File: src/tmu_config.svh
// width settings for the trellis metric unit of the 4D-8PSK TCM decoder
// include before the package and in every unit that sizes its own vectors
// all widths are in bits

`ifndef TMU_CONFIG_SVH
`define TMU_CONFIG_SVH

// soft metric of one 8PSK point, smaller is closer
`define SYMB_M_W  8

`define SIGN_W    2                 // sign field per 2D dimension

// sum of four point metrics needs two extra bits
`define BM_W      (`SYMB_M_W + 2)

`define IDX_W     4                 // up to 16 candidates per group
`define PNT_W     3                 // 8PSK point index

// hard decision holds one point index per dimension
`define HD_W      (4 * `PNT_W)

`endif

File: src/tcm_dec_pkg.sv
// shared types of the TCM decoder trellis metric unit
// import with a wildcard in the module header where needed
// widths come from the config header

`default_nettype none

`include "tmu_config.svh"

package tcm_dec_pkg;

  //--------------------
  // data types
  //--------------------

  typedef logic [`SYMB_M_W-1:0] symb_m_t;       // one point metric
  typedef logic [`SIGN_W-1:0]   symb_m_sign_t;  // signs of one dimension
  typedef logic [`BM_W-1:0]     bm_t;           // 4D branch metric
  typedef logic [`IDX_W-1:0]    symb_m_idx_t;   // winning candidate in a group

  // dimension z sits at bits [3z+2:3z]
  typedef logic [`HD_W-1:0]     symb_hd_t;

  //--------------------
  // code setting
  //--------------------

  // candidate count per group is 2, 4, 8 or 16
  typedef enum logic [1:0] {
    CODE_G2  = 2'd0,
    CODE_G4  = 2'd1,
    CODE_G8  = 2'd2,
    CODE_G16 = 2'd3
  } code_t;

  // 8 and 16 candidates need the extra compare level
  function automatic logic code_long(code_t code);
    return (code == CODE_G8) || (code == CODE_G16);
  endfunction

endpackage

`default_nettype wire

File: src/tcm_dec_tmu_tree.sv
// add and compare tree for one symbol group of the trellis metric unit
// sums four dimension metrics per candidate and finds the minimum sum
// N is the candidate count, 2 or 4 give 2 stages, 8 or 16 give 3 stages
// ties go to the lower candidate index

`timescale 1ns/1ps
`default_nettype none

`include "tmu_config.svh"

module tcm_dec_tmu_tree
  import tcm_dec_pkg::*;
#(
  parameter int N = 4   // candidates, one of 2, 4, 8, 16
)(
  input  logic        iclk,
  input  logic        ireset,
  input  logic        iclkena,
  //
  input  logic        ival,
  input  symb_m_t     isymb_m [N][4],   // [candidate][dimension]
  //
  output logic        oval,
  output bm_t         obm,              // minimum 4D metric
  output symb_m_idx_t osymb_m_idx       // its candidate index
);

  localparam int cLAT = (N > 4) ? 3 : 2;       // pipeline depth
  localparam int cPAD = `BM_W - `SYMB_M_W;     // extension bits for the sum

  //--------------------
  // valid pipeline
  //--------------------

  logic [cLAT-1:0] val_pipe;

  always_ff @(posedge iclk or posedge ireset) begin
    if (ireset) begin
      val_pipe <= '0;
    end else if (iclkena) begin
      val_pipe <= {val_pipe[cLAT-2:0], ival};
    end
  end

  assign oval = val_pipe[cLAT-1];

  //--------------------
  // stage 1 sums
  //--------------------

  bm_t ext_m [N][4];  // zero-extended point metrics
  bm_t sum   [N];     // registered 4D metric per candidate

  always_comb begin
    for (int c = 0; c < N; c++) begin
      for (int z = 0; z < 4; z++) begin
        ext_m[c][z] = {{cPAD{1'b0}}, isymb_m[c][z]};
      end
    end
  end

  always_ff @(posedge iclk) begin
    if (iclkena) begin
      for (int c = 0; c < N; c++) begin
        sum[c] <= ext_m[c][0] + ext_m[c][1] + ext_m[c][2] + ext_m[c][3];
      end
    end
  end

  //--------------------
  // compare levels
  //--------------------

  if (N <= 4) begin : g_short

    bm_t         min_bm;
    symb_m_idx_t min_idx;

    // strict less keeps the lower index on equal sums
    always_comb begin
      min_bm  = sum[0];
      min_idx = '0;
      for (int c = 1; c < N; c++) begin
        if (sum[c] < min_bm) begin
          min_bm  = sum[c];
          min_idx = symb_m_idx_t'(c);
        end
      end
    end

    always_ff @(posedge iclk) begin
      if (iclkena) begin
        obm         <= min_bm;   // stage 2
        osymb_m_idx <= min_idx;
      end
    end

  end else begin : g_long

    localparam int cPART = N / 4;   // groups of four candidates

    bm_t         lvl_bm   [cPART];  // level A winners, comb
    symb_m_idx_t lvl_idx  [cPART];
    bm_t         part_bm  [cPART];  // level A winners, registered
    symb_m_idx_t part_idx [cPART];
    bm_t         min_bm;
    symb_m_idx_t min_idx;

    // level A picks the best of each group of four
    always_comb begin
      for (int p = 0; p < cPART; p++) begin
        lvl_bm[p]  = sum[4*p];
        lvl_idx[p] = symb_m_idx_t'(4*p);
        for (int k = 1; k < 4; k++) begin
          if (sum[4*p+k] < lvl_bm[p]) begin
            lvl_bm[p]  = sum[4*p+k];
            lvl_idx[p] = symb_m_idx_t'(4*p + k);
          end
        end
      end
    end

    always_ff @(posedge iclk) begin
      if (iclkena) begin
        part_bm  <= lvl_bm;    // stage 2
        part_idx <= lvl_idx;
      end
    end

    // level B over the partial winners, lower group first
    always_comb begin
      min_bm  = part_bm[0];
      min_idx = part_idx[0];
      for (int p = 1; p < cPART; p++) begin
        if (part_bm[p] < min_bm) begin
          min_bm  = part_bm[p];
          min_idx = part_idx[p];
        end
      end
    end

    always_ff @(posedge iclk) begin
      if (iclkena) begin
        obm         <= min_bm;   // stage 3
        osymb_m_idx <= min_idx;
      end
    end

  end

  // winner must come from the candidate set in use
  a_idx_range : assert property (@(posedge iclk) disable iff (ireset)
    oval |-> (int'(osymb_m_idx) < N));

endmodule

`default_nettype wire

File: config.mk
export PLATFORM = sky130hd
export DESIGN_NAME = tcm_dec_tmu_tree
export DESIGN_NICKNAME = d
export VERILOG_FILES = /design/src/tcm_dec_pkg.sv /design/src/tcm_dec_tmu_tree.sv
export VERILOG_INCLUDE_DIRS = /design/src
export SDC_FILE = /design/constraint.sdc
export NUM_CORES = 1
export LEC_CHECK = 0
export BUFFER_PORTS_ARGS = -buffer_cell sky130_fd_sc_hd__buf_2
export CORE_ASPECT_RATIO = 1.2
export CORE_MARGIN = 4
export CORE_UTILIZATION = 45
export DETAILED_ROUTE_END_ITERATION = 10
export HOLD_SLACK_MARGIN = 0.08
export PLACE_DENSITY = 0.7
export SYNTH_ARGS = -nofsm -noshare
export SYNTH_HDL_FRONTEND = slang
export SYNTH_SLANG_ARGS = --single-unit
File: constraint.sdc
create_clock -name iclk -period 10.4 [get_ports iclk]
set_clock_uncertainty 0.2 [all_clocks]
set_input_delay 1.04 -clock iclk [delete_from_list [all_inputs] [get_ports iclk]]
set_output_delay 1.04 -clock iclk [all_outputs]
set_load 0.05 [all_outputs]
==> results of run 1 <==
flip-flops by register name (all words and copies together), names as in the netlist:
name,count
obm,10
val_pipe,2
sum,40
osymb_m_idx,2
path summary, 6_finish.rpt:
check | end | slack (ns) | depth (start not counted)
hold / removal | val_pipe[1] | 0.32 | 1
setup reg to reg | obm[0] | 3.55 | 23
setup / recovery | obm[0] | 3.55 | 23
hold reg to reg | val_pipe[1] | 0.32 | 1
max in group asynchronous | val_pipe[0] | 9.51 | 2
min in group asynchronous | val_pipe[1] | 0.38 | 2
where the power goes:
group	internal, mW	leakage [nW]	switching (mW)
combinational	0.458	2.26	0.681
sequential	0.384	0.532	0.0497
clock	0.0880	0.0672	0.0722
worst max-delay path: stages (launching register included):
cell       delay, ns
edfxtp_1        0.39
inv_1           0.07
ha_1            0.24
a21oi_1         0.16
nor2_1          0.09
a2111oi_4       0.43
nand2_1         0.35
mux2_2          0.39
inv_1           0.06
ha_1            0.23
a211o_1         0.26
a21oi_1         0.12
o21ai_1         0.19
a2111oi_4       0.61
nor3_1          0.15
or2_1           0.26
ha_1            0.30
a211oi_1        0.21
o21bai_1        0.10
a211oi_1        0.21
o21ai_0         0.19
a2111oi_4       0.56
or2_1           0.44
mux2_2          0.38
Yosys cell counts (2+ instances only):
cell type   n  area, µm²
nand4_1     4       25.0
ha_1       63        788
or2_1      10       62.6
nor3_1     10       50.1
inv_1      47        176
or2_2       2       12.5
fa_1       64       1280
o21ai_0    28        140
a21oi_1    27        135
o21a_1      3       22.5
edfxtp_1   52       1560
a211o_1     2       17.5
o21bai_1    2       15.0
nor2b_1     4       25.0
nand2b_1    4       25.0
dfrtp_1     2       50.1
a2111oi_4   3       82.6
nand2_1    13       48.8
xor2_1      7       61.3
nor2_1     13       48.8
xnor2_1    13        114
buf_4       2       15.0
a211oi_1    3       22.5
mux2_2     12        135
o31ai_1     8       60.1
a21o_1     12       90.1
a21boi_0    4       30.0
layout make-up:
| type | instances | area, µm² |
|---|---|---|
| clock buffer | 5 | 125 |
| clock inverter | 3 | 16.3 |
| fill | 1003 | 4960 |
| inverter | 47 | 176 |
| multi-input combinational | 328 | 3430 |
| sequential | 54 | 1610 |
| tap | 154 | 193 |
| timing repair buffer | 145 | 728 |
per-layer routing:
metal / wire (µm) / global-route usage (%)
met5: 0 / 0
met4: 134 / 3.61
met3: 416 / 2.44
met2: 5640 / 30.3
met1: 4670 / 22.4
cell families after synthesis:
logic type,synth area share [%]
other,0.0714
muxes,2.57
AOI/OAI and AO/OA,13.7
DFF,30.7
adders and majority gates,39.4
buffers and inverters,4.02
and+or+nand+nor,6.19
xor gates and xnor gates,3.33
per-stage QoR:
stage	instances	setup slack, ns
2_1_floorplan	434	4.43
3_3_place_gp	728	3.68
3_5_place_dp	728	3.59
4_1_cts	736	3.56
5_1_grt	736	2.94
6_report	736	3.55
==> key figures, run 1 <==
Timing
  – Unrepaired setup endpoints after global routing: false
  – Final critical-path share of the clock period: 65.8%
  – Total count of hold-check failures in the final report: 0
  – Post-route minimum period: 6.85 ns
  – Slew headroom: 52.5%
  – Worst-margin pin slew: 0.694 ns
  – Final TNS setup: 0 ns
  – Highest achievable clock rate: 146 MHz
  – Hold Slack: 0.319 ns
  – Number of setup violations in the final report: 0
  – Max-slew violation total from the final report: 0

Final layout
  – Most common library cell in the layout ignoring fill and taps: buf_2
  – Share of post-route cells with drive strength above 1: 30.1%
  – Number of diodes: 0
  – Post-route core utilization: 55.9%
  – Fin nets: 840
  – Synthesis-to-layout area growth: 19.6%
  – Most used cells in the layout excluding fill and tap cells: buf_2 (144), fa_1 (64), ha_1 (63), edfxtp_1 (52), inv_1 (47)
  – Design area: 6280 µm²

Logic synthesis
  – Sequential fraction of the synthesis area: 30.7%
  – Async SR Flop Fraction: 3.70%
  – Area of the mapped netlist: 5250 µm²
  – Number of warnings printed during yosys synthesis: 0
  – Syn_area_per_cell: 12.1 µm²
  – Main flop type after synthesis: edfxtp_1
  – Yosys reg bits: 54
  – Synth unique cells: 46
  – Post-synth EDFFs: 52
  – Post-Syn Instances: 433

Clock network
  – Clock-pin slew on the worst setup and hold paths: 0.07 ns
  – Number of buffers created by CTS: 5
  – Post-CTS repair timing setup buffer count: 0
  – Total number of H-tree levels: 2
  – Hold-fix buffer count after cts: 0
  – Insertion delay to the later sink of the worst-skew pair: 0.29 ns
  – Clock sink total: 54
  – TritonCTS clock tree: yes
  – Max Root-Sink Buffers: 2
  – CTS Root Buffer Type: clkbuf_16
  – Number of resized instances in the post-cts repair step: 0

Floorplan
  – Die width: 107 µm
  – Top Ports: 147
  – Die Span Y: 126 µm
  – Initial core utilization: 46.7%
  – Core region area: 11200 µm²
  – Floorplan row count: 42
  – Die ar.: 13500 µm²

Pwr
  – Power per Cell Area: 276 nW/µm²
  – Cell leakage power: 2.86 nW
  – Worst IR drop on VDD: 0.000112 V
  – Total design power: 1.73 mW

Min path
  – Launch instance of the worst min-delay path: val_pipe[0]
  – HP Class: reg2reg

Route
  – Number of vias per cell: 5.08
  – Starting DRT DRC Count: 79
  – Avg WL per Cell: 14.8 µm
  – Routed via count: 3739
  – Drt drc: 0
  – Post-detailed-route count of antenna-violating nets: 0
  – Number of optimization iterations in the first detailed-route pass: 4
  – Detailed Route WL: 10900 µm

Outcome
  – Outcome: finished, final reports clean

Setup path
  – Critical setup path kind: reg2reg
  – Type of destination of the critical path: flip-flop
  – Required time of the critical path: 10.24 ns
  – Reg-to-reg critical path startpoint: sum[0][7]
  – Worst EP arrival: 6.69 ns
  – Peak fanout along the critical path: 12
  – Worst setup path start: sum[0][7]
  – Crit start category: flip-flop

Placed design
  – Post-detailed-placement cell area: 6140 µm²
  – Detailed Place HPWL: 9650 µm
  – Final weighted congestion in routability-driven placement: 0.822
  – Count of buffers from port buffering: 144

GRT
  – Maximum number of pins on one net before global-route repair: 55
  – Vias in the first global route: 4011
  – Number of antenna violations at the first check in global routing: 0
  – Sum of overflow across all layers after global routing: 0
  – Global router's overall resource usage: 17.1%
  – Global-route wire length before repair: 18500 µm

Flow run
  – # Max-Cap Violations: 0
(Power assumes the default switching activity.)
==> run 2, diff against run 1 <==
==> constraint.sdc (replaced) <==
create_clock -name iclk -period 6.93 [get_ports iclk]
set_clock_uncertainty 0.2 [all_clocks]
set_input_delay 0.693 -clock iclk [delete_from_list [all_inputs] [get_ports iclk]]
set_output_delay 0.693 -clock iclk [all_outputs]
set_load 0.05 [all_outputs]
==> key figures, run 2 (synthesized netlist as in run 1, its figures left out) <==
Pwr
  – Cell leakage power: 2.88 nW (was 2.86 nW)
  – Total design power: 2.66 mW (was 1.73 mW)
  – Worst IR drop on VDD: 0.000197 V (was 0.000112 V)
  – Power Internal: 1.46 mW (was 0.930 mW)
  – Flop pwr share: 24.4% (was 25.0%)
  – Power spent charging and discharging nets: 1.21 mW (was 0.803 mW)
  – Share of power burned in the clock network: 10.4% (was 9.2%)
  – Switching power share of the total: 45.3% (was 46.3%)
  – Power per Cell Area: 421 nW/µm² (was 276 nW/µm²)
  – Comb power frac: 65.2% (was 65.7%)

Clock network
  – Clock-pin slew on the worst setup and hold paths: 0.07 ns (about the same)
  – Number of resized instances in the post-cts repair step: 0 (unchanged)
  – Max Root-Sink Buffers: 2 (unchanged)
  – CTS Root Buffer Type: clkbuf_16 (unchanged)
  – Insertion delay to the later sink of the worst-skew pair: 0.29 ns (about the same)
  – Number of buffers created by CTS: 5 (unchanged)
  – TritonCTS clock tree: yes (unchanged)
  – Total number of H-tree levels: 2 (unchanged)
  – Clock sink total: 54 (unchanged)

GRT
  – Fraction of met1 tracks used by global routing: 21.6% (was 22.4%)
  – Number of antenna violations at the first check in global routing: 0 (unchanged)
  – Global-route track usage on met2: 30.7% (was 30.3%)
  – Global-route wire length before repair: 18400 µm (was 18500 µm)
  – Vias in the first global route: 4012 (was 4011)
  – Global router's overall resource usage: 16.8% (was 17.1%)
  – Global route hottest layer: met2 (unchanged)
  – Maximum number of pins on one net before global-route repair: 55 (unchanged)
  – Sum of overflow across all layers after global routing: 0 (unchanged)
  – Global Route met3 Usage: 1.93% (was 2.44%)

Final layout
  – Max FFs per register: 40 (unchanged)
  – Post-route core utilization: 56.3% (was 55.9%)
  – Share of post-route cells with drive strength above 1: 30.1% (about the same)
  – Biggest registers after layout: sum (40), obm (10) (unchanged)
  – Fin nets: 843 (was 840)
  – Most common library cell in the layout ignoring fill and taps: buf_2 (unchanged)
  – Area occupied by multi-input gates: 3430 µm² (unchanged)
  – Synthesis-to-layout area growth: 20.5% (was 19.6%)
  – Number of diodes: 0 (unchanged)
  – Design area: 6330 µm² (was 6280 µm²)
  – Most used cells in the layout excluding fill and tap cells: buf_2 (144), fa_1 (64), ha_1 (63), edfxtp_1 (52), inv_1 (47) (unchanged)
  – Storage element area: 1610 µm² (unchanged)
  – Reg with most FFs: sum (unchanged)
  – Number of non-filler instances in the completed layout: 739 (was 736)
  – Total of fill cells in the finished design: 1014 (was 1003)

Timing
  – Slew headroom: 53.3% (was 52.5%)
  – Total count of hold-check failures in the final report: 0 (unchanged)
  – Number of setup violations in the final report: 0 (unchanged)
  – Post-route minimum period: 6.53 ns (was 6.85 ns)
  – Final setup slack of the worst path: 0.404 ns (was 3.55 ns)
  – Final TNS setup: 0 ns (unchanged)
  – Hold Slack: 0.310 ns (was 0.319 ns)
  – Worst-margin pin slew: 0.683 ns (was 0.694 ns)
  – Max-slew violation total from the final report: 0 (unchanged)
  – Highest achievable clock rate: 153 MHz (was 146 MHz)
  – Final critical-path share of the clock period: 94.2% (was 65.8%)
  – Unrepaired setup endpoints after global routing: false (unchanged)

Placed design
  – Detailed Place HPWL: 9690 µm (was 9650 µm)
  – Minimum setup slack after placement: 0.463 ns (was 3.59 ns)
  – Final weighted congestion in routability-driven placement: 0.874 (was 0.822)
  – Number of cells in the design after placement: 730 (was 728)
  – Post-detailed-placement cell area: 6160 µm² (was 6140 µm²)
  – Count of buffers from port buffering: 144 (unchanged)

Setup path
  – CP most frequent cell: ha_1
  – Chain of cells forming the critical path: ha_1 -> a21oi_2 -> a211oi_2 -> a2111oi_4 -> nand2_1 -> mux2_2 -> inv_1 -> ha_1 -> a211o_1 -> a21oi_1 -> o21ai_1 -> a2111oi_4 -> nor3_1 -> or2_1 -> ha_1 -> a211oi_1 -> o21bai_1 -> a211oi_1 -> o21ai_0 -> o21ba_2 -> or2_1 -> buf_4 -> o31ai_1 (was inv_1 -> ha_1 -> a21oi_1 -> nor2_1 -> a2111oi_4 -> nand2_1 -> mux2_2 -> inv_1 -> ha_1 -> a211o_1 -> a21oi_1 -> o21ai_1 -> a2111oi_4 -> nor3_1 -> or2_1 -> ha_1 -> a211oi_1 -> o21bai_1 -> a211oi_1 -> o21ai_0 -> a2111oi_4 -> or2_1 -> mux2_2)
  – Delay of the slowest cell on the worst path: 0.62 ns (was 0.61 ns)
  – Required time of the critical path: 6.79 ns (was 10.24 ns)
  – Crit start category: flip-flop (unchanged)
  – Peak fanout along the critical path: 11 (was 12)
  – Critical setup path kind: reg2reg (unchanged)
  – Worst EP arrival: 6.39 ns (was 6.69 ns)
  – Type of destination of the critical path: flip-flop (unchanged)
  – Slowest-stage cell, CP: a2111oi_4 (unchanged)

Route
  – Starting DRT DRC Count: 111 (was 79)
  – Avg WL per Cell: 14.8 µm (about the same)
  – Number of optimization iterations in the first detailed-route pass: 4 (unchanged)
  – Post-detailed-route count of antenna-violating nets: 0 (unchanged)
  – Detailed Route WL: 11000 µm (was 10900 µm)
  – Number of vias per cell: 5.04 (was 5.08)
  – Routed via count: 3723 (was 3739)
  – Drt drc: 0 (unchanged)

Floorplan
  – Die ar.: 13500 µm² (unchanged)
  – Initial core utilization: 46.7% (unchanged)
  – Top Ports: 147 (unchanged)
  – Die Span Y: 126 µm (unchanged)
  – Die width: 107 µm (unchanged)
  – Core region area: 11200 µm² (unchanged)
  – Floorplan row count: 42 (unchanged)

Min path
  – HP Class: reg2reg (unchanged)

Outcome
  – Outcome: finished, final reports clean (unchanged)

Flow run
  – # Max-Cap Violations: 0 (unchanged)
==> run 2: cell type report <==
| cell class | instances | share of cell area [%] |
|---|---|---|
| repair buffers | 148 | 11.9 |
| inverters | 47 | 2.79 |
| clock inverters | 1 | 0.474 |
| flip-flops and latches | 54 | 25.5 |
| multi-input cells | 328 | 54.2 |
| clock buffers | 7 | 2.09 |
| well taps | 154 | 3.04 |
==> run 2: power by group through the flow <==
stage               combinational [mW]  sequential [mW]  clock, mW
floorplan                         1.19            0.757          0
global placement                  1.73            0.657          0
detailed placement                1.75            0.657          0
CTS                               1.75            0.652      0.284
global route                      1.95            0.664      0.299
finish                            1.74            0.649      0.278
==> run 2: final timing paths <==
path                             start     endpoint  slack, ns  cells after the start
min in group asynchronous       ireset  val_pipe[0]       0.59                      3
max in group asynchronous       ireset  val_pipe[1]       5.84                      3
max reg2reg                  sum[1][4]       obm[4]       0.40                     23
min                        val_pipe[0]  val_pipe[0]       0.31                      1
max                          sum[1][4]       obm[4]       0.40                     23
min reg2reg                val_pipe[0]  val_pipe[0]       0.31                      1
==> run 2: layer usage <==
layer | vias to the layer above | wire length, µm
met4 | 0 | 115
met3 | 6 | 420
met1 | 1803 | 4640
met2 | 79 | 5800
li1 | 1835 | -
met5 | - | 0
==> run 2: timing repair <==
item | CTS | global route
endpoints found under the hold margin | 2 | 0
hold buffers | 1 | 0
setup buffers | 0 | 0
==> run 2: critical path: cells and delay by family (launching register included) <==
| family | cells | cell delay [ns] |
|---|---|---|
| adder cells (fa/ha/maj) | 3 | 0.86 |
| AO/OA/AOI/OAI | 13 | 3.13 |
| multiplexers | 1 | 0.40 |
| buffers and inverters | 2 | 0.25 |
| flip-flops | 1 | 0.41 |
| AND/OR/NAND/NOR | 4 | 1.05 |
