File: config.mk
export PLATFORM = sky130hd
export DESIGN_NAME = tcm_dec_tmu_hd
export DESIGN_NICKNAME = d
export VERILOG_FILES = /design/src/tcm_dec_pkg.sv /design/src/tcm_dec_tmu_hd.sv
export VERILOG_INCLUDE_DIRS = /design/src
export SDC_FILE = /design/constraint.sdc
export NUM_CORES = 1
export LEC_CHECK = 0
export BUFFER_PORTS_ARGS = -buffer_cell sky130_fd_sc_hd__buf_4
export CAP_MARGIN = 20
export CORE_ASPECT_RATIO = 0.8
export CORE_UTILIZATION = 55
export CTS_CLUSTER_DIAMETER = 60
export DETAILED_ROUTE_END_ITERATION = 8
export PLACE_DENSITY = 0.84
export SKIP_CTS_REPAIR_TIMING = 1
export SYNTH_ARGS = -nofsm -noshare
export SYNTH_HDL_FRONTEND = slang
export SYNTH_SLANG_ARGS = --single-unit
File: constraint.sdc
create_clock -name iclk -period 3 [get_ports iclk]
set_input_delay 0 -clock iclk [delete_from_list [all_inputs] [get_ports iclk]]
set_output_delay 0 -clock iclk [all_outputs]
set_load 0.1 [all_outputs]
File: src/tmu_config.svh
// width settings for the trellis metric unit of the 4D-8PSK TCM decoder
// include before the package and in every unit that sizes its own vectors
// all widths are in bits

`ifndef TMU_CONFIG_SVH
`define TMU_CONFIG_SVH

// soft metric of one 8PSK point, smaller is closer
`define SYMB_M_W  8

`define SIGN_W    2                 // sign field per 2D dimension

// sum of four point metrics needs two extra bits
`define BM_W      (`SYMB_M_W + 2)

`define IDX_W     4                 // up to 16 candidates per group
`define PNT_W     3                 // 8PSK point index

// hard decision holds one point index per dimension
`define HD_W      (4 * `PNT_W)

`endif

File: src/tcm_dec_pkg.sv
// shared types of the TCM decoder trellis metric unit
// import with a wildcard in the module header where needed
// widths come from the config header

`default_nettype none

`include "tmu_config.svh"

package tcm_dec_pkg;

  //--------------------
  // data types
  //--------------------

  typedef logic [`SYMB_M_W-1:0] symb_m_t;       // one point metric
  typedef logic [`SIGN_W-1:0]   symb_m_sign_t;  // signs of one dimension
  typedef logic [`BM_W-1:0]     bm_t;           // 4D branch metric
  typedef logic [`IDX_W-1:0]    symb_m_idx_t;   // winning candidate in a group

  // dimension z sits at bits [3z+2:3z]
  typedef logic [`HD_W-1:0]     symb_hd_t;

  //--------------------
  // code setting
  //--------------------

  // candidate count per group is 2, 4, 8 or 16
  typedef enum logic [1:0] {
    CODE_G2  = 2'd0,
    CODE_G4  = 2'd1,
    CODE_G8  = 2'd2,
    CODE_G16 = 2'd3
  } code_t;

  // 8 and 16 candidates need the extra compare level
  function automatic logic code_long(code_t code);
    return (code == CODE_G8) || (code == CODE_G16);
  endfunction

endpackage

`default_nettype wire

File: src/tcm_dec_tmu_hd.sv
// 4D hard decision for the trellis metric unit
// picks the closest 8PSK point in each dimension, two register stages
// lower point index wins on equal metrics

`timescale 1ns/1ps
`default_nettype none

`include "tmu_config.svh"

module tcm_dec_tmu_hd
  import tcm_dec_pkg::*;
(
  input  logic     iclk,
  input  logic     ireset,
  input  logic     iclkena,
  //
  input  logic     ival,
  input  symb_m_t  isymb_m [4][8],   // [dimension][point]
  //
  output logic     oval,
  output symb_hd_t ohd
);

  symb_m_t           cand_m   [4][2];  // best of each half, comb
  logic [`PNT_W-1:0] cand_idx [4][2];
  symb_m_t           half_m   [4][2];  // stage 1 registers
  logic [`PNT_W-1:0] half_idx [4][2];
  logic [1:0]        val_pipe;

  always_ff @(posedge iclk or posedge ireset) begin
    if (ireset) begin
      val_pipe <= '0;
    end else if (iclkena) begin
      val_pipe <= {val_pipe[0], ival};
    end
  end

  assign oval = val_pipe[1];

  //--------------------
  // stage 1 halves
  //--------------------

  // points 0..3 and 4..7 are scanned apart
  always_comb begin
    for (int z = 0; z < 4; z++) begin
      for (int h = 0; h < 2; h++) begin
        cand_m[z][h]   = isymb_m[z][4*h];
        cand_idx[z][h] = {h[0], 2'b00};
        for (int k = 1; k < 4; k++) begin
          if (isymb_m[z][4*h+k] < cand_m[z][h]) begin
            cand_m[z][h]   = isymb_m[z][4*h+k];
            cand_idx[z][h] = {h[0], k[1:0]};
          end
        end
      end
    end
  end

  always_ff @(posedge iclk) begin
    if (iclkena) begin
      half_m   <= cand_m;
      half_idx <= cand_idx;
    end
  end

  //--------------------
  // stage 2 final
  //--------------------

  always_ff @(posedge iclk) begin
    if (iclkena) begin
      for (int z = 0; z < 4; z++) begin
        // upper half only if strictly closer
        ohd[z*`PNT_W +: `PNT_W] <= (half_m[z][1] < half_m[z][0]) ? half_idx[z][1]
                                                                  : half_idx[z][0];
      end
    end
  end

endmodule

`default_nettype wire

==> run summary, run 1 <==
- 14,600 — total via count in the routed design
- -1.99 ns — smallest setup slack after layout
- 1,685 — synthesized net count
- 56.4 mm — Total Wirelength
- 12,000 — number of global-route vias before repair
- yes — setup repair after global routing missed its margin
- flip-flop — element type at the critical path end
- 0 — reported max-cap violation count
- finished, violations left — status
- 272 — quantity of I/O buffers inserted on ports
- 273 — number of primary I/O pins
- sky130_fd_sc_hd__clkbuf_16 — clk root buf
- 166% — fraction of the cycle the final worst path needs
- 26.6 um — detailed-route wire length per cell
- 9.41 nW — Leak
- 2 — number of antenna violations at the first check in global routing
- 24.5% — portion of the post-synthesis area used by sequential elements
- 6 — number of detailed-route iterations in the first pass
- sky130_fd_sc_hd__inv_1, sky130_fd_sc_hd__ha_1, sky130_fd_sc_hd__mux2i_1, sky130_fd_sc_hd__edfxtp_1, sky130_fd_sc_hd__a21oi_1 — synth cell count leaders
- 0 — global route total overflow
- 131 um — Die Ht
- input port to flip-flop — path class of the lowest-slack min-delay path
- 546 — fill cell instance count of the final layout
- 0.200 GHz — fmax
- 31.4% — GRT Total Usage
- 1.04 ns — actual slew at the worst max-slew pin
- 46 — number of cell rows
- input port to flip-flop — kind of critical path
- 11,500 sq um — post-synth design cell area
- 57.0% — starting density of the core
- 69 — number of library cell types mapped by synthesis
- 9 — total CTS buffers
- 1,237 — synthesized instance count
- 0.09 ns — clock-pin transition on the worst setup and hold timing paths
- 2,301 — Total Nets Final
- 0.0177 ns — Worst Clk Skew
- 0 — DRC violation count after routing
- 3.15 ns — Worst Path Required
- 53.0% — share of cells above drive strength 1
- 9.28 sq um — Mapped Avg Cell Area
- 24.1% — area share of the largest cell type after synthesis
- 5.14 ns — Arrival @ worst endpoint
- yes — TritonCTS clock tree
- 94 — number of sinks handled by clock tree synthesis
- 0.933 — routability-driven placement congestion ratio
- 3 — maximum level of the CTS H-tree
- -0.0000597 ns — Final Hold Slack
- 25.5 mm — met2 routed WL
- sky130_fd_sc_hd__edfxtp_1 — most frequently used flop master after synthesis
- -125.93 ns — TNS Setup
- 473 nW/um^2 — Power Dens Cells
- 8.99 mW — power after layout
- 163 um — Chip Width
- 21,400 sq um — die area
- 29.5 mm — Detail Placement HPWL
- 0 — number of nets with antenna violations after routing
- sky130_fd_sc_hd__edfxtp_1, sky130_fd_sc_hd__ha_1, sky130_fd_sc_hd__mux2i_1 — leading cell types by total area after synthesis
- negative hold slack, negative setup slack — failing checks
- -2.29 ns — pre-CTS setup slack
- 17.7 mm — Metal-1 WL
- 6.54 mm — detailed route wirelength on metal3
- 92 — number of flops mapped to enable cells by yosys
- sky130_fd_sc_hd__edfxtp_1 — cell type with the highest aggregate area in the netlist
- 6.88 — detailed-route vias per instance
- 4.99 ns — final critical-path required period
- 80 — Setup-failing EPs final
- 94 — flop and latch count out of synthesis
- 1 — final number of hold-violating endpoints
- 20,100 sq um — Core Box Area
- sky130_fd_sc_hd__inv_1 — most numerous cell in the Yosys netlist
- 2 — worst-case clock buffer depth
- 0.000439 V — maximum VDD drop
- 0 — number of warnings issued by yosys
- 55.0 mm — wire length of the first global-routing pass
- 0.36 ns — Clk Latency, worst-skew pair
- 30.4% — max-slew headroom at the worst pin
- 75 — largest net degree at the start of global routing
- met5 — top layer used by detailed routing
- 2.13% — share of async-settable or async-resettable flops after synthesis
- 65.6% — area growth from synthesis to layout
- input port — category of the worst setup path launch point
- 1,737 — Iter 0 DRT Violations
- 8 — largest fanout on the critical path
- 0 — final-report max-slew violation count
[path summary, 6_finish.rpt]
path	startpoint	endpoint	slack (ns)	cells past startpoint
min in group asynchronous	ireset	val_pipe[1]	0.13	3
worst max register to register	half_m[1]	ohd[10]	0.50	8
worst max-delay path	isymb_m[223]	half_m[49]	-1.99	27
worst min-delay path	isymb_m[101]	half_m[29]	-0.00006	2
max in group asynchronous	ireset	val_pipe[0]	2.75	3
worst min register to register	half_idx[15]	ohd[3]	0.55	1
[report_power, final]
part           switching (mW)  internal, mW  leakage, nW  total [mW]
clock network           0.551         0.651        0.136        1.20
registers               0.110          1.81        0.926        1.92
logic                    3.03          2.83         8.34        5.87
total                    3.70          5.30         9.41        8.99
[per-stage QoR]
step	utilization [%]	std cells	hold slack, ns	instance area [sq um]
5_1_grt	94.3	2122	0.000246	19000
2_1_floorplan	-	1237	-0.259	12500
4_1_cts	84.6	2050	-0.494	17000
3_5_place_dp	83.1	2034	-0.129	16700
6_report	94.3	2123	-0.0000597	19000
3_3_place_gp	83.1	2034	-0.132	16700
[final cells by class]
| cell class | instances | area (sq um) | area share [%] |
|---|---|---|---|
| clock inverter | 5 | 58.8 | 0.310 |
| tap | 264 | 330 | 1.74 |
| multi-input combinational | 913 | 9700 | 51.1 |
| timing repair buffer | 624 | 5000 | 26.3 |
| clock buffer | 11 | 233 | 1.22 |
| sequential | 94 | 2810 | 14.8 |
| inverter | 211 | 862 | 4.54 |
| antenna | 1 | 2.50 | 0.0132 |
[flip-flops by register name, summed over array words and instances (netlist names)]
signal and count:
half_idx 16, ohd 12, val_pipe 2, half_m 64
[layout by cell type, fill, tap and decap left out, types with 7 or more instances in the layout]
cell type	instances
sky130_fd_sc_hd__nor3_2	7
sky130_fd_sc_hd__nand3_1	14
sky130_fd_sc_hd__nor2b_1	7
sky130_fd_sc_hd__o21ai_2	10
sky130_fd_sc_hd__buf_4	550
sky130_fd_sc_hd__inv_2	18
sky130_fd_sc_hd__mux2i_2	34
sky130_fd_sc_hd__ha_1	117
sky130_fd_sc_hd__inv_4	19
sky130_fd_sc_hd__a21oi_1	38
sky130_fd_sc_hd__nor2_1	23
sky130_fd_sc_hd__nand4_1	23
sky130_fd_sc_hd__a21oi_2	31
sky130_fd_sc_hd__a21o_1	63
sky130_fd_sc_hd__o21a_1	10
sky130_fd_sc_hd__or3_1	15
sky130_fd_sc_hd__clkbuf_16	9
sky130_fd_sc_hd__o21ai_0	28
sky130_fd_sc_hd__edfxtp_1	92
sky130_fd_sc_hd__or4_1	7
sky130_fd_sc_hd__nor2_2	7
sky130_fd_sc_hd__buf_8	10
sky130_fd_sc_hd__nand2_1	53
sky130_fd_sc_hd__ha_4	65
sky130_fd_sc_hd__nor2_4	7
sky130_fd_sc_hd__dlygate4sd3_1	10
sky130_fd_sc_hd__mux2i_4	14
sky130_fd_sc_hd__mux2_2	21
sky130_fd_sc_hd__mux2i_1	70
sky130_fd_sc_hd__o211a_1	11
sky130_fd_sc_hd__inv_1	171
sky130_fd_sc_hd__mux2_4	37
sky130_fd_sc_hd__o211ai_1	11
sky130_fd_sc_hd__nand2b_1	24
sky130_fd_sc_hd__buf_6	53
[cell families after synthesis]
kind of cell / Yosys count / share of synthesized area (%)
simple gates: 251 / 12.2
compound gates: 296 / 18.5
flops: 94 / 24.5
buf+inv: 232 / 7.91
mux: 176 / 16.4
fa+ha+maj: 188 / 20.5
[worst max-delay path, cell delays in order]
cell,delay [ns]
sky130_fd_sc_hd__buf_4,0.12
sky130_fd_sc_hd__inv_2,0.13
sky130_fd_sc_hd__ha_4,0.24
sky130_fd_sc_hd__buf_4,0.15
sky130_fd_sc_hd__a21oi_2,0.19
sky130_fd_sc_hd__o21a_1,0.24
sky130_fd_sc_hd__o31ai_4,0.13
sky130_fd_sc_hd__buf_4,0.17
sky130_fd_sc_hd__mux2i_2,0.15
sky130_fd_sc_hd__ha_1,0.33
sky130_fd_sc_hd__a21oi_2,0.08
sky130_fd_sc_hd__nor2b_2,0.17
sky130_fd_sc_hd__o21ai_2,0.10
sky130_fd_sc_hd__nand2b_4,0.12
sky130_fd_sc_hd__nor3_4,0.06
sky130_fd_sc_hd__a311oi_4,0.37
sky130_fd_sc_hd__buf_6,0.22
sky130_fd_sc_hd__mux2i_2,0.24
sky130_fd_sc_hd__inv_1,0.07
sky130_fd_sc_hd__ha_1,0.33
sky130_fd_sc_hd__nand4_1,0.19
sky130_fd_sc_hd__o21bai_1,0.36
sky130_fd_sc_hd__a21oi_1,0.07
sky130_fd_sc_hd__o21ai_0,0.12
sky130_fd_sc_hd__o21a_4,0.28
sky130_fd_sc_hd__buf_6,0.15
sky130_fd_sc_hd__mux2i_1,0.34
[metal layers]
layer,track usage [%],up-vias
met5,0,-
li1,-,5812
met1,37.8,6609
met4,12.1,2
met3,5.18,662
met2,55.4,1527
Note: power is estimated with default switching activity, not from simulation.
==> run 2: changes to the inputs <==
--- a/config.mk
+++ b/config.mk
@@ -6,13 +6,13 @@
 export SDC_FILE = /design/constraint.sdc
 export NUM_CORES = 1
 export LEC_CHECK = 0
-export BUFFER_PORTS_ARGS = -buffer_cell sky130_fd_sc_hd__buf_4
 export CAP_MARGIN = 20
 export CORE_ASPECT_RATIO = 0.8
 export CORE_UTILIZATION = 55
 export CTS_CLUSTER_DIAMETER = 60
 export DETAILED_ROUTE_END_ITERATION = 8
-export PLACE_DENSITY = 0.84
+export DONT_BUFFER_PORTS = 1
+export PLACE_DENSITY = 0.72
 export SKIP_CTS_REPAIR_TIMING = 1
 export SYNTH_ARGS = -nofsm -noshare
 export SYNTH_HDL_FRONTEND = slang
==> run 2 against run 1 <==
Effect of this change: the flow finishes with violations (negative setup slack); global-route usage decreased by 4.4 points; first-iteration DRC count shrank 62%; setup slack improved by 0.43 ns; largest power group unchanged; via count fell by 24%; hold slack better by 0.073 ns; clock power is 5% higher; combinational power down 22%; sequential share of layout area is 1.7 points higher; clock-buffer cell count grew 2; highest routed layer is now met4; register-to-register slack improved by 0.16 ns; critical path depth shrank 5; critical path type unchanged.
==> run summary, run 2 (same netlist as run 1, synthesis figures left out) <==
- finished, violations left — status
- negative setup slack — failing checks
- 0.66 ns — register-to-register setup slack
- isymb_m[14] — beginning of the worst hold path
- 3.09 ns — Worst Path Required
- 0 — quantity of I/O buffers inserted on ports
- 8.08 nW — Leak
- 20.4 um — detailed-route wire length per cell
- 94 — number of sinks handled by clock tree synthesis
- 46.9 mm — wire length of the first global-routing pass
- 46 — number of cell rows
- 5.98 — detailed-route vias per instance
- half_m[17] — source of the worst register-to-register timing path
- flip-flop — element type at the critical path end
- 473 nW/um^2 — Power Dens Cells
- met4 — top layer used by detailed routing
- 2.96 mm — detailed route wirelength on metal3
- 0.000710 V — maximum VDD drop
- 25.4 mm — Detail Placement HPWL
- 0 — ant diodes
- 41.3% — share of cells above drive strength 1
- 654 — Iter 0 DRT Violations
- ohd[6] — end of the worst register-to-register path
- 2,038 — Total Nets Final
- 0 — number of antenna violations at the first check in global routing
- 0.958 ns — actual slew at the worst max-slew pin
- sky130_fd_sc_hd__buf_4, sky130_fd_sc_hd__inv_1, sky130_fd_sc_hd__ha_1 — most used cells in the layout excluding fill and tap cells
- 0 — number of nets with antenna violations after routing
- half_m — register ranked first by flip-flop count
- 21,400 sq um — die area
- 2 — worst-case clock buffer depth
- sky130_fd_sc_hd__clkbuf_16 — clk root buf
- -2.21 ns — pre-CTS setup slack
- yes — TritonCTS clock tree
- 80 — Setup-failing EPs final
- 20,100 sq um — Core Box Area
- 3 — worst hold path stage count
- 48.8% — area growth from synthesis to layout
- 5.10 mW — Int Power
- 95 — largest net degree at the start of global routing
- 27.5% — part of the power in registers
- 9 — total CTS buffers
- 0 — final number of hold-violating endpoints
- 0 — DRC violation count after routing
- 0 — reported max-cap violation count
- 3 — maximum level of the CTS H-tree
- 18.6 mm — met2 routed WL
- 0.219 GHz — fmax
- 37.9 mm — Total Wirelength
- 273 — number of primary I/O pins
- input port — category of the worst setup path launch point
- 15.6% — share of total power in the clock network
- 4.65 ns — Arrival @ worst endpoint
- yes — setup repair after global routing missed its margin
- half_m: 64 flops, half_idx: 16 flops, ohd: 12 flops — largest registers in the final layout
- 0.34 ns — Clk Latency, worst-skew pair
- 2.97 mW — switching power summed over all nets
- 4.56 ns — final critical-path required period
- 0.00976 ns — Worst Clk Skew
- 8 — Worst Reg-to-Reg Cells
- 64 — number of flip-flops under the largest register name
- 36.8% — switching fraction of total power
- half_m[6] — worst hold path endpoint
- 6 — number of detailed-route iterations in the first pass
- 57.0% — starting density of the core
- 163 um — Chip Width
- 8.07 mW — power after layout
- sky130_fd_sc_hd__buf_4 — most frequent standard cell in the layout excluding fill and tap cells
- 11,100 — total via count in the routed design
- input port to flip-flop — kind of critical path
- 8 — largest fanout on the critical path
- 36.3% — max-slew headroom at the worst pin
- 0 — global route total overflow
- 56.9% — combinational group share of total power
- 152% — fraction of the cycle the final worst path needs
- 15.2 mm — Metal-1 WL
- 131 um — Die Ht
- 0 — final-report max-slew violation count
- -1.56 ns — smallest setup slack after layout
- 27.0% — GRT Total Usage
- 0.07 ns — clock-pin transition on the worst setup and hold timing paths
- input port to flip-flop — path class of the lowest-slack min-delay path
- 10,000 — number of global-route vias before repair
- 0.920 — routability-driven placement congestion ratio
## run 2: cell count changes in the layout (fill, tap and decap cells not counted), moves of 4 or more
cell	change
sky130_fd_sc_hd__buf_4	-286
sky130_fd_sc_hd__buf_6	-24
sky130_fd_sc_hd__buf_8	-10
sky130_fd_sc_hd__dlygate4sd3_1	+57
sky130_fd_sc_hd__inv_4	-10
sky130_fd_sc_hd__inv_8	+4
sky130_fd_sc_hd__nand2_1	-4
## run 2: area by class of cell
type                       instances  area, sq um
timing repair buffer             362         3030
inverter                         211          877
clock inverter                     3         67.6
sequential                        94         2810
tap                              264          330
clock buffer                      13          260
fill                            1043         3080
multi-input combinational        912         9690
## run 2: through the flow
stage                     cell area [sq um]  hold WS (ns)  setup TNS [ns]  instances  util [%]
after global routing                  17100        0.0818         -106.91       1859      84.7
after detailed placement              14400        -0.253         -125.15       1727      71.7
after global placement                14400        -0.251         -115.72       1727      71.7
final                                 17100        0.0726          -94.80       1859      84.7
after CTS                             14800        -0.623          -97.37       1743      73.3
after floorplan                       12500        -0.259          -95.51       1237         -
## run 2: worst max path at each step
stage / startpoint / to / cells past startpoint
after global routing: isymb_m[223] / half_m[48] / 22
after detailed placement: isymb_m[219] / half_m[50] / 23
after floorplan: isymb_m[113] / half_m[24] / 22
after CTS: isymb_m[219] / half_m[48] / 23
after global placement: isymb_m[123] / half_m[30] / 21
final: isymb_m[223] / half_m[48] / 22
## run 2: critical path, cell delays in order
cell                        delay (ns)
sky130_fd_sc_hd__inv_2            0.03
sky130_fd_sc_hd__ha_4             0.27
sky130_fd_sc_hd__nand4_1          0.15
sky130_fd_sc_hd__o31ai_4          0.49
sky130_fd_sc_hd__buf_4            0.21
sky130_fd_sc_hd__mux2i_1          0.37
sky130_fd_sc_hd__ha_1             0.19
sky130_fd_sc_hd__o211ai_1         0.12
sky130_fd_sc_hd__nor3_1           0.21
sky130_fd_sc_hd__buf_4            0.17
sky130_fd_sc_hd__nor3_4           0.05
sky130_fd_sc_hd__a311oi_4         0.35
sky130_fd_sc_hd__buf_6            0.19
sky130_fd_sc_hd__mux2i_4          0.22
sky130_fd_sc_hd__inv_1            0.07
sky130_fd_sc_hd__ha_2             0.17
sky130_fd_sc_hd__a21o_1           0.17
sky130_fd_sc_hd__a21o_1           0.21
sky130_fd_sc_hd__a2111oi_4        0.32
sky130_fd_sc_hd__o21ai_2          0.11
sky130_fd_sc_hd__o21a_4           0.26
sky130_fd_sc_hd__mux2_4           0.30
## run 2: power groups by stage
stage / clock network (mW) / logic, mW / registers (mW)
3_5_place_dp: 0 / 3.55 / 2.23
2_1_floorplan: 0 / 2.42 / 2.19
5_1_grt: 1.32 / 4.93 / 2.24
6_report: 1.26 / 4.59 / 2.22
4_1_cts: 1.25 / 3.58 / 2.21
3_3_place_gp: 0 / 3.44 / 2.23
## run 2: routing by layer
layer	vias to the layer above	GRT usage (%)
met5	-	0
met4	0	7.61
met3	93	8.46
met2	481	44.0
met1	5254	34.0
li1	5285	-
